## src/source/core_cfg_pkg.sv

```systemverilog
`default_nettype none

package core_cfg_pkg;

    ////////////////////////////////////////////////////////////////////////////
    // Register file sizing
    ////////////////////////////////////////////////////////////////////////////

    localparam int NUM_ARCH_REGS = 32;  // RISC-V integer registers
    localparam int NUM_PHYS_REGS = 64;  // Rename pool, arch set plus 32 spares
    localparam int MAX_ROB_DEPTH = 32;  // Upper bound for any ROB instance

    localparam int ARCH_REG_W = $clog2(NUM_ARCH_REGS);
    localparam int PHYS_REG_W = $clog2(NUM_PHYS_REGS);
    localparam int ROB_IDX_W  = $clog2(MAX_ROB_DEPTH);

    ////////////////////////////////////////////////////////////////////////////
    // Index and vector types
    ////////////////////////////////////////////////////////////////////////////

    typedef logic [ARCH_REG_W-1:0]    arch_reg_t;   // Architectural register
    typedef logic [PHYS_REG_W-1:0]    phys_reg_t;   // Physical register tag
    typedef logic [ROB_IDX_W-1:0]     rob_idx_t;    // ROB slot
    typedef logic [NUM_PHYS_REGS-1:0] phys_vec_t;   // One bit per phys reg

    // Phys regs holding the committed arch state after reset
    localparam phys_vec_t ARCH_BOUND_VEC = phys_vec_t'({NUM_ARCH_REGS{1'b1}});

endpackage

`default_nettype wire

```

## src/source/rename_types_pkg.sv

```systemverilog
`default_nettype none

package rename_types_pkg;

    import core_cfg_pkg::*;

    ////////////////////////////////////////////////////////////////////////////
    // Dispatch side
    ////////////////////////////////////////////////////////////////////////////

    // Decoded register fields of one instruction
    typedef struct packed {
        logic      has_dest;    // Writes a destination register
        arch_reg_t dest;
        arch_reg_t src1;
        arch_reg_t src2;
    } dispatch_req_t;

    // Renamed operands, valid in the accept cycle
    typedef struct packed {
        phys_reg_t dest_phys;   // Newly allocated tag
        phys_reg_t src1_phys;
        logic      src1_ready;  // Value already produced
        phys_reg_t src2_phys;
        logic      src2_ready;
        rob_idx_t  rob_idx;     // Slot taken in the ROB
    } dispatch_rsp_t;

    ////////////////////////////////////////////////////////////////////////////
    // Reorder buffer side
    ////////////////////////////////////////////////////////////////////////////

    typedef struct packed {
        logic      has_dest;
        arch_reg_t dest;        // Architectural destination
        phys_reg_t new_phys;    // Tag written by this instruction
        phys_reg_t old_phys;    // Previous mapping, freed at commit
    } rob_entry_t;

    // Retired instruction as seen outside the core
    typedef struct packed {
        rob_idx_t   rob_idx;
        rob_entry_t entry;
    } commit_t;

endpackage

`default_nettype wire

```

## src/source/map_table.sv

```systemverilog
`timescale 1ns/1ns
`default_nettype none

module map_table import core_cfg_pkg::*; (
    input  logic      clock,
    input  logic      rst_n,

    // Lookup ports
    input  arch_reg_t src1,
    input  arch_reg_t src2,
    input  arch_reg_t dest,
    output phys_reg_t src1_map,
    output phys_reg_t src2_map,
    output phys_reg_t dest_map,     // Current mapping, becomes old_phys

    // Rename update for dest
    input  logic      write_en,
    input  phys_reg_t write_phys
);

    phys_reg_t map [NUM_ARCH_REGS];  // Speculative arch to phys mapping

    ////////////////////////////////////////////////////////////////////////////
    // Reads
    ////////////////////////////////////////////////////////////////////////////

    // Combinational, so sources see the mapping before this write lands
    assign src1_map = map[src1];
    assign src2_map = map[src2];
    assign dest_map = map[dest];

    ////////////////////////////////////////////////////////////////////////////
    // Update
    ////////////////////////////////////////////////////////////////////////////

    always_ff @(posedge clock) begin
        if (!rst_n) begin
            for (int i = 0; i < NUM_ARCH_REGS; i++) begin
                map[i] <= phys_reg_t'(i);           // Identity mapping
            end
        end else if (write_en) begin
            map[dest] <= write_phys;                // Newest producer of dest
        end
    end

endmodule

`default_nettype wire

```

## src/source/phys_reg_status.sv

```systemverilog
`timescale 1ns/1ns
`default_nettype none

module phys_reg_status import core_cfg_pkg::*; (
    input  logic      clock,
    input  logic      rst_n,

    // Allocation toward dispatch
    input  logic      alloc_en,
    output phys_reg_t alloc_phys,       // Lowest free tag
    output logic      free_avail,       // At least one tag is free

    // Release from commit
    input  logic      release_en,
    input  phys_reg_t release_phys,

    // Completion from the execution side
    input  logic      complete_valid,
    input  phys_reg_t complete_tag,
    output phys_vec_t complete_vec
);

    phys_vec_t free_vec;        // 1 = tag available for allocation
    phys_vec_t done_vec;        // 1 = tag holds a produced value

    assign complete_vec = done_vec;     // Registered view, no bypass

    ////////////////////////////////////////////////////////////////////////////
    // Priority search for the lowest free tag
    ////////////////////////////////////////////////////////////////////////////

    always_comb begin
        alloc_phys = '0;
        free_avail = 1'b0;
        // Scan downward so the last hit is the lowest index
        for (int i = NUM_PHYS_REGS - 1; i >= 0; i--) begin
            if (free_vec[i]) begin
                alloc_phys = phys_reg_t'(i);
                free_avail = 1'b1;
            end
        end
    end

    ////////////////////////////////////////////////////////////////////////////
    // Free list
    ////////////////////////////////////////////////////////////////////////////

    always_ff @(posedge clock) begin
        if (!rst_n) begin
            free_vec <= ~ARCH_BOUND_VEC;            // Upper half free
        end else begin
            // Released tag is never the one being allocated
            if (release_en) free_vec[release_phys] <= 1'b1;
            if (alloc_en && free_avail) free_vec[alloc_phys] <= 1'b0;
        end
    end

    ////////////////////////////////////////////////////////////////////////////
    // Complete list
    ////////////////////////////////////////////////////////////////////////////

    always_ff @(posedge clock) begin
        if (!rst_n) begin
            done_vec <= ARCH_BOUND_VEC;             // Arch state is complete
        end else begin
            if (complete_valid) done_vec[complete_tag] <= 1'b1;
            // New producer starts out pending
            if (alloc_en && free_avail) done_vec[alloc_phys] <= 1'b0;
        end
    end

endmodule

`default_nettype wire

```

## src/source/rob.sv

```systemverilog
`timescale 1ns/1ns
`default_nettype none

module rob import core_cfg_pkg::*, rename_types_pkg::*; #(
    parameter int ROB_DEPTH = 16        // Power of two, 4 to 32
) (
    input  logic       clock,
    input  logic       rst_n,

    // Allocation at dispatch
    input  logic       push,
    input  rob_entry_t push_entry,
    output logic       rob_full,
    output rob_idx_t   rob_tail,        // Slot the next push lands in

    // Completion status of all tags
    input  phys_vec_t  complete_vec,

    // In-order retirement
    output logic       commit_valid,
    output commit_t    commit,
    input  logic       commit_ready,

    // Freed mapping back to the free list
    output logic       release_en,
    output phys_reg_t  release_phys
);

    localparam int       SLOT_W   = $clog2(ROB_DEPTH);
    localparam int       CNT_W    = $clog2(MAX_ROB_DEPTH) + 1;
    localparam rob_idx_t IDX_MASK = rob_idx_t'(ROB_DEPTH - 1);

    rob_entry_t              slots [ROB_DEPTH];     // Payload, no reset
    rob_idx_t                head;
    rob_idx_t                tail;
    logic      [CNT_W-1:0]   count;                 // Occupied slots
    rob_entry_t              head_entry;
    logic                    head_done;
    logic                    pop;

    // Wrap within the configured depth
    function automatic rob_idx_t next_idx(input rob_idx_t idx);
        next_idx = rob_idx_t'(idx + 1'b1) & IDX_MASK;
    endfunction

    ////////////////////////////////////////////////////////////////////////////
    // Head status
    ////////////////////////////////////////////////////////////////////////////

    assign head_entry = slots[head[SLOT_W-1:0]];

    // No destination means nothing to wait for
    assign head_done = !head_entry.has_dest || complete_vec[head_entry.new_phys];

    assign commit_valid = (count != '0) && head_done;
    assign pop          = commit_valid && commit_ready;

    assign commit.rob_idx = head;
    assign commit.entry   = head_entry;

    assign release_en   = pop && head_entry.has_dest;
    assign release_phys = head_entry.old_phys;     // Previous owner of dest

    assign rob_full = (count == CNT_W'(ROB_DEPTH));
    assign rob_tail = tail;

    ////////////////////////////////////////////////////////////////////////////
    // Storage
    ////////////////////////////////////////////////////////////////////////////

    always_ff @(posedge clock) begin
        if (push) begin
            slots[tail[SLOT_W-1:0]] <= push_entry;  // Visible as head next cycle
        end
    end

    ////////////////////////////////////////////////////////////////////////////
    // Pointers and occupancy
    ////////////////////////////////////////////////////////////////////////////

    always_ff @(posedge clock) begin
        if (!rst_n) begin
            head  <= '0;
            tail  <= '0;
            count <= '0;                            // Empty
        end else begin
            if (push) tail <= next_idx(tail);
            if (pop)  head <= next_idx(head);
            case ({push, pop})
                2'b10:   count <= count + 1'b1;
                2'b01:   count <= count - 1'b1;
                default: count <= count;            // Idle or both
            endcase
        end
    end

endmodule

`default_nettype wire

```

## src/source/dispatch_ctrl.sv

```systemverilog
`timescale 1ns/1ns
`default_nettype none

module dispatch_ctrl import core_cfg_pkg::*, rename_types_pkg::*; #(
    parameter int ROB_DEPTH = 16
) (
    // Dispatch handshake
    input  logic          dispatch_valid,
    input  dispatch_req_t dispatch_req,
    output logic          dispatch_ready,
    output dispatch_rsp_t dispatch_rsp,

    // ROB status
    input  logic          rob_full,
    input  rob_idx_t      rob_tail,

    // Free list and completion state
    input  logic          free_avail,
    input  phys_reg_t     alloc_phys,
    input  phys_vec_t     complete_vec,

    // Map table lookups
    input  phys_reg_t     src1_map,
    input  phys_reg_t     src2_map,
    input  phys_reg_t     dest_map,

    // Actions for this cycle
    output logic          accept,
    output logic          alloc_en,       // Take alloc_phys, update map
    output rob_entry_t    rob_entry
);

    localparam rob_idx_t IDX_MASK = rob_idx_t'(ROB_DEPTH - 1);

    phys_reg_t new_phys;

    ////////////////////////////////////////////////////////////////////////////
    // Accept decision
    ////////////////////////////////////////////////////////////////////////////

    // Needs a ROB slot, and a free tag only if it writes a register
    assign dispatch_ready = !rob_full && (!dispatch_req.has_dest || free_avail);
    assign accept         = dispatch_valid && dispatch_ready;
    assign alloc_en       = accept && dispatch_req.has_dest;

    assign new_phys = dispatch_req.has_dest ? alloc_phys : '0;

    ////////////////////////////////////////////////////////////////////////////
    // ROB entry and response
    ////////////////////////////////////////////////////////////////////////////

    assign rob_entry.has_dest = dispatch_req.has_dest;
    assign rob_entry.dest     = dispatch_req.dest;
    assign rob_entry.new_phys = new_phys;
    assign rob_entry.old_phys = dest_map;           // Freed when this retires

    assign dispatch_rsp.dest_phys  = new_phys;
    assign dispatch_rsp.src1_phys  = src1_map;
    assign dispatch_rsp.src1_ready = complete_vec[src1_map];
    assign dispatch_rsp.src2_phys  = src2_map;
    assign dispatch_rsp.src2_ready = complete_vec[src2_map];
    assign dispatch_rsp.rob_idx    = rob_tail & IDX_MASK;   // Slot within depth

endmodule

`default_nettype wire

```

## src/source/rename_core.sv

```systemverilog
`timescale 1ns/1ns
`default_nettype none

module rename_core import core_cfg_pkg::*, rename_types_pkg::*; #(
    parameter int ROB_DEPTH = 16        // Power of two, 4 to 32
) (
    input  logic          clock,
    input  logic          rst_n,

    // Dispatch, one instruction per cycle
    input  logic          dispatch_valid,
    input  dispatch_req_t dispatch_req,
    output logic          dispatch_ready,
    output dispatch_rsp_t dispatch_rsp,

    // Completion tags from execution
    input  logic          complete_valid,
    input  phys_reg_t     complete_tag,

    // In-order commit
    output logic          commit_valid,
    output commit_t       commit,
    input  logic          commit_ready
);

    ////////////////////////////////////////////////////////////////////////////
    // Internal wires
    ////////////////////////////////////////////////////////////////////////////

    logic       accept;         // Dispatch transfer this cycle
    logic       alloc_en;
    rob_entry_t rob_entry;
    logic       rob_full;
    rob_idx_t   rob_tail;
    logic       free_avail;
    phys_reg_t  alloc_phys;
    phys_vec_t  complete_vec;
    phys_reg_t  src1_map, src2_map, dest_map;
    logic       release_en;     // Commit frees old_phys
    phys_reg_t  release_phys;

    dispatch_ctrl #(.ROB_DEPTH(ROB_DEPTH)) i_dispatch_ctrl (
        .dispatch_valid (dispatch_valid),
        .dispatch_req   (dispatch_req),
        .dispatch_ready (dispatch_ready),
        .dispatch_rsp   (dispatch_rsp),
        .rob_full       (rob_full),
        .rob_tail       (rob_tail),
        .free_avail     (free_avail),
        .alloc_phys     (alloc_phys),
        .complete_vec   (complete_vec),
        .src1_map       (src1_map),
        .src2_map       (src2_map),
        .dest_map       (dest_map),
        .accept         (accept),
        .alloc_en       (alloc_en),
        .rob_entry      (rob_entry)
    );

    map_table i_map_table (
        .clock      (clock),
        .rst_n      (rst_n),
        .src1       (dispatch_req.src1),
        .src2       (dispatch_req.src2),
        .dest       (dispatch_req.dest),
        .src1_map   (src1_map),
        .src2_map   (src2_map),
        .dest_map   (dest_map),
        .write_en   (alloc_en),         // Rename dest on allocation
        .write_phys (alloc_phys)
    );

    phys_reg_status i_phys_reg_status (
        .clock          (clock),
        .rst_n          (rst_n),
        .alloc_en       (alloc_en),
        .alloc_phys     (alloc_phys),
        .free_avail     (free_avail),
        .release_en     (release_en),
        .release_phys   (release_phys),
        .complete_valid (complete_valid),
        .complete_tag   (complete_tag),
        .complete_vec   (complete_vec)
    );

    rob #(.ROB_DEPTH(ROB_DEPTH)) i_rob (
        .clock        (clock),
        .rst_n        (rst_n),
        .push         (accept),
        .push_entry   (rob_entry),
        .rob_full     (rob_full),
        .rob_tail     (rob_tail),
        .complete_vec (complete_vec),
        .commit_valid (commit_valid),
        .commit       (commit),
        .commit_ready (commit_ready),
        .release_en   (release_en),
        .release_phys (release_phys)
    );

endmodule

`default_nettype wire

```

## config.mk

```make
export PLATFORM = sky130hd
export DESIGN_NAME = rename_core
export DESIGN_NICKNAME = d
export VERILOG_FILES = /design/src/source/core_cfg_pkg.sv /design/src/source/rename_types_pkg.sv /design/src/source/map_table.sv /design/src/source/phys_reg_status.sv /design/src/source/rob.sv /design/src/source/dispatch_ctrl.sv /design/src/source/rename_core.sv
export SDC_FILE = /design/constraint.sdc
export NUM_CORES = 1
export LEC_CHECK = 0
export BUFFER_PORTS_ARGS = -buffer_cell sky130_fd_sc_hd__buf_2
export CAP_MARGIN = 20
export CORE_MARGIN = 2
export CORE_UTILIZATION = 40
export DETAILED_ROUTE_END_ITERATION = 16
export PLACE_DENSITY_LB_ADDON = 0.3
export SYNTH_ARGS = -nofsm -noshare
export SYNTH_HDL_FRONTEND = slang
export SYNTH_HIERARCHICAL = 1
export SYNTH_SLANG_ARGS = --single-unit
```

## constraint.sdc

```tcl
create_clock -name clock -period 5.8 [get_ports clock]
set_clock_uncertainty 0.05 [all_clocks]
set_input_delay 0.29 -clock clock [delete_from_list [all_inputs] [get_ports clock]]
set_output_delay 0.29 -clock clock [all_outputs]
set_load 0.03 [all_outputs]
```

; ---- Yosys cells after proc, flatten, opt, wreduce, memory -nomap -nowiden
; Memory sizes are Yosys's and may differ from the RTL's. A register that Yosys moved wholly into a read port is not among the register bits.
; Index checks and enable logic that the tools add are counted.
[op_classes]
multipliers = 0
eq_ne = 3
bitwise_logic = 5
addsub = 4
shift = 0
reduce_logical = 18
div = 0
n_lt_le_gt_ge = 9
muxes = 159
[op_table]
columns = op, count
row1 = 2-to-1 mux 6 bit, 66
row2 = 2-to-1 mux 64 bit, 6
row3 = bitwise AND 64 bit, 2
row4 = bitwise OR 64 bit, 2
row5 = 2-to-1 mux 1 bit, 77
row6 = NOT 64 bit, 1
row7 = "< comparator 6 x 7 -> 1 bit, second input constant", 6
row8 = binary-select mux 1 bit (select 6 bit), 3
row9 = demux 1 bit (select 6 bit), 3
row10 = "greater-or-equal comparator 6 x 1 -> 1 bit, second input constant", 3
row11 = one-hot mux 6 bit (2 select lines), 1
row12 = logical AND 1 bit, 10
row13 = "adder 4 x 1 -> 4 bit, second input constant", 2
row14 = 2-to-1 mux 4 bit, 2
row15 = "adder 6 x 1 -> 6 bit, second input constant", 1
row16 = "== test 6 x 5 -> 1 bit, second input constant", 1
row17 = nonzero test 6 bit, 1
row18 = OR reduction 6 bit, 1
row19 = "subtractor 6 x 1 -> 6 bit, second input constant", 1
row20 = 2-to-1 mux 5 bit, 1
row21 = logical NOT 1 bit, 3
row22 = "== test 2 x 1 -> 1 bit, second input constant", 1
row23 = "== test 2 bit, second input constant", 1
row24 = logical OR 1 bit, 2
row25 = nonzero test 2 bit, 1
[totals]
latch_bits = 0
romBits = 0
mem_bits_rw = 480
mem_count = 2
out_inout_bits = 50
ff_bits = 142
[memory_table]
columns = memory, words, word_bits, read_ports, rd_ports_with_merged_regs, write_ports, line_no
row1 = i_rob.slots, 16, 18, 1, 1, 1, rob.sv:33  ; rob_entry_t slots [ROB_DEPTH];
row2 = i_map_table.map, 32, 6, 3, 0, 32, map_table.sv:21  ; phys_reg_t map [NUM_ARCH_REGS];

; ---- Longest topological paths before layout
[logic_depth]
depth_word = 73
mapped_depth = 22

; ---- Hierarchy
; Netlist, hierarchy kept.
[modules_own_cells]
columns = module, cells_per_inst, area_per_inst_um2, seq_area_each_um2, instances
row1 = rob, 672, 12752.2, 9008.6, 1
row2 = map_table, 767, 11995.3, 5765.5, 1
row3 = phys_reg_status, 826, 6397.4, 2562.5, 1
row4 = dispatch_ctrl, 126, 1401.3, 0.0, 1

; ---- Worst setup path after synthesis
; Ideal clock, no wire load.
[synth_timing]
path_type = register to register
start = register with a tool-made name
end = register i_rob.count[5]
path_buffers = 3
period_less_slack_ns = 4.479
stages_incl_launch_ff = 20
setup_ns = 0.076
arrival_time_ns = 4.353
setup_slack_ns = 1.321
cell_sequence = dfxtp_1 -> buf_6 -> buf_12 -> buf_2 -> mux4_2 -> mux4_2 -> nand2b_1 -> a41oi_1 -> nand4_1 -> nand2_1 -> nor2_2 -> ha_1 -> ha_1 -> a21o_1 -> a21oi_1 -> o21bai_1 -> a21oi_1 -> xnor2_1 -> or3_1 -> a21boi_0
[synth_lines]
columns = element, line_no
row1 = end signal: assignment, rob.sv:90  ; 2'b10: count <= count + 1'b1;
row2 = end signal: assignment, rob.sv:91  ; 2'b01: count <= count - 1'b1;
row3 = end signal: assignment, rob.sv:92  ; default: count <= count;
row4 = end: declaration, rob.sv:36  ; logic [CNT_W-1:0] count;

==> flow_metrics.env <==
export IMPL_place_area_um2=33690
export IMPL_cp_top_family="compound AO/OA/AOI/OAI gates"
export IMPL_clockBufferDepth=3
export IMPL_num_fill_cells=7066
export IMPL_die_area_um2=83650
export IMPL_slew_headroom_pct=26.00
export IMPL_critPathRequiredTime_ns=6.30
export IMPL_rsz0062_at_grt="false"
export IMPL_avgSynthCellArea_um2=13.61
export IMPL_worst_pin_slew_ns=1.098
export IMPL_finalSetupTns_ns=0
export IMPL_drc=0
export IMPL_timing_final_crit_period_ns=5.163
export IMPL_io_buffers=74
export IMPL_cp_end_kind="flop"
export IMPL_crit_fanout=36
export IMPL_hold_viol_final=0
export IMPL_core_um2=80550
export IMPL_initial_core_util_pct=40.40
export IMPL_ctsHoldBuffers=0
export IMPL_layout_cells_non_filler=3507
export IMPL_p_sw_w=0.004082
export IMPL_min_path_type="in2reg"
export IMPL_period_share_pct=89.02
export IMPL_drt_initial_drc_count=3225
export IMPL_grt_pass1_wl_um=148300
export IMPL_wl_um=101300
export IMPL_crit_path_max_incr_delay_ns=0.78
export IMPL_fin_area_um2=36190
export IMPL_syn_area_um2=32540
export IMPL_start_kind="flop"
export IMPL_critPathArrivalTime_ns=5.66
export IMPL_vias=22510
export IMPL_p_clk_share_pct=36.5
export IMPL_area_growth_pct=11.21
export IMPL_maxSlewViolCount=0
export IMPL_ir_drop_mv=0.2129
export IMPL_p_comb_share_pct=23.6
export IMPL_num_nets_final=2428
export IMPL_setup_violations=0
export IMPL_placed_cells=3376
export IMPL_avgViaCountPerCell=6.419
export IMPL_fin_util_pct=44.93
export IMPL_syn_nets=2428
export IMPL_cts_root_buf="clkbuf_16"
export IMPL_path_clk_slew_ns=0.06
export IMPL_p_leak_nw=11.62
export IMPL_preCtsSetupSlack_ns=0.6304
export IMPL_p_sw_share_pct=31.47
export IMPL_cts_buffers=70
export IMPL_drtAntennaViolNets=0
export IMPL_overflow=0
export IMPL_antenna_cells=0
export IMPL_cts_num_sinks=626
export IMPL_post_cts_buffers=0
export IMPL_ys_warnings_count=6
export IMPL_cts_tree="yes"
export IMPL_final_layout_size_suffix_gt1_share_pct=24.81
export IMPL_io_pins=77
export IMPL_track_usage_pct=24.14
export IMPL_die_w_um=289.2
export IMPL_antenna_found_initial=3
export IMPL_dp_hpwl_um=68440
export IMPL_cp_slowest_cell="dfxtp_4"
export IMPL_status="complete, no violations"
export IMPL_grt_pass1_vias=22030
export IMPL_fmax_mhz=193.7
export IMPL_path_class="reg2reg"
export IMPL_maxCapViolations=0
export IMPL_post_cts_resized=0
export IMPL_synth_cells=2390
export IMPL_firstDrtPassIters=8
export IMPL_die_h_um=289.2
export IMPL_num_rows=104
export IMPL_grt_max_degree=76
export IMPL_seq_power_share_pct=40.0
export IMPL_clock_latency_ns=0.64
export IMPL_gp_congestion=1.016
export IMPL_crit_chain="mux4_2 -> mux2i_1 -> mux2i_1 -> nor2_1 -> a221oi_1 -> a21o_1 -> o31ai_4 -> nor2_2 -> ha_1 -> ha_1 -> a21o_1 -> a21oi_1 -> o21bai_1 -> a21oi_1 -> xnor2_1 -> or3_1 -> a21boi_0"
export IMPL_internal_power_w=0.008889
export IMPL_avgRoutedWirePerCell_um=28.89
export IMPL_crit_buf_inv=0
export IMPL_h_tree_depth=3
export IMPL_finalWorstSetupSlack_ns=0.6366
export IMPL_hold_start="commit_ready"
export IMPL_power_density_nw_per_um2=358.5
power by group through the flow:
stage	sequential, W	combinational, W	clock (W)
finish	0.00518	0.00306	0.00473
detailed placement	0.00528	0.00303	0
global placement	0.00527	0.00300	0
floorplan	0.00515	0.00221	0
global route	0.00520	0.00323	0.00499
CTS	0.00519	0.00304	0.00480
area by class of cell:
class,instances,area [µm²],area share (%)
flip-flops and latches,626,17350,47.93
multi-input cells,1504,13910,38.45
repair buffers,159,1008,2.787
inverters,29,108.9,0.3008
well taps,1060,1326,3.665
clock buffers,90,1923,5.314
clock inverters,39,561.8,1.553
per-stage QoR:
stage / hold slack [ns] / power [W]
floorplan: 0.3938 / 0.007369
global placement: 0.4333 / 0.008273
detailed placement: 0.4424 / 0.008310
CTS: 0.02593 / 0.01302
global route: 0.05014 / 0.01342
finish: 0.06916 / 0.01297
layer usage:
metal | up-vias | global-route usage [%] | wire [µm]
li1 | 9376 | - | -
met1 | 11420 | 32.73 | 39740
met2 | 1436 | 37.76 | 46840
met3 | 283 | 5.677 | 10440
met4 | 0 | 9.304 | 4286
met5 | - | 0 | 0
flip-flops by register name, indices dropped and copies added, names as in the netlist, named ones only:
| signal | flops |
|---|---|
| i_rob/slots | 288 |
| i_map_table/map | 192 |
| i_phys_reg_status/complete_vec | 64 |
| i_phys_reg_status/free_vec | 64 |
| i_rob/count | 6 |
| i_rob/head | 4 |
| i_rob/rob_tail | 4 |
worst reg2reg max path, cell delays in order, from the launching register on:
cell and delay [ns]:
dfxtp_4 0.78, mux4_2 0.62, mux2i_1 0.15, mux2i_1 0.24, nor2_1 0.55, a221oi_1 0.18, a21o_1 0.26, o31ai_4 0.33
nor2_2 0.14, ha_1 0.28, ha_1 0.29, a21o_1 0.19, a21oi_1 0.21, o21bai_1 0.09, a21oi_1 0.18, xnor2_1 0.09
or3_1 0.30, a21boi_0 0.16
cell usage in the layout (no fill, tap or decap), types with 12 or more instances in the layout:
master	instances
buf_4	85
nor3b_1	39
mux4_1	15
inv_1	27
mux2_2	14
nand4_1	20
clkbuf_16	72
or3_1	89
nor4_1	13
a21oi_1	141
mux4_2	265
and2_1	116
and3_1	54
nor2b_1	19
o21ai_0	136
mux2i_1	22
dfxtp_1	143
edfxtp_1	480
a22oi_1	34
buf_2	74
nand2_1	45
nor3_1	26
a31oi_1	23
clkbuf_1	12
nand3_1	58
nand3b_1	12
nor2_1	163
nand2b_1	38
final timing paths:
kind                    endpoint  slack, ns  cells after the start
setup reg to reg  i_rob/count[5]       0.64                     17
hold reg to reg   i_rob/count[5]       0.45                      2
setup / recovery  i_rob/count[5]       0.64                     17
hold / removal              flop       0.07                      4
(Power assumes the default switching activity.)
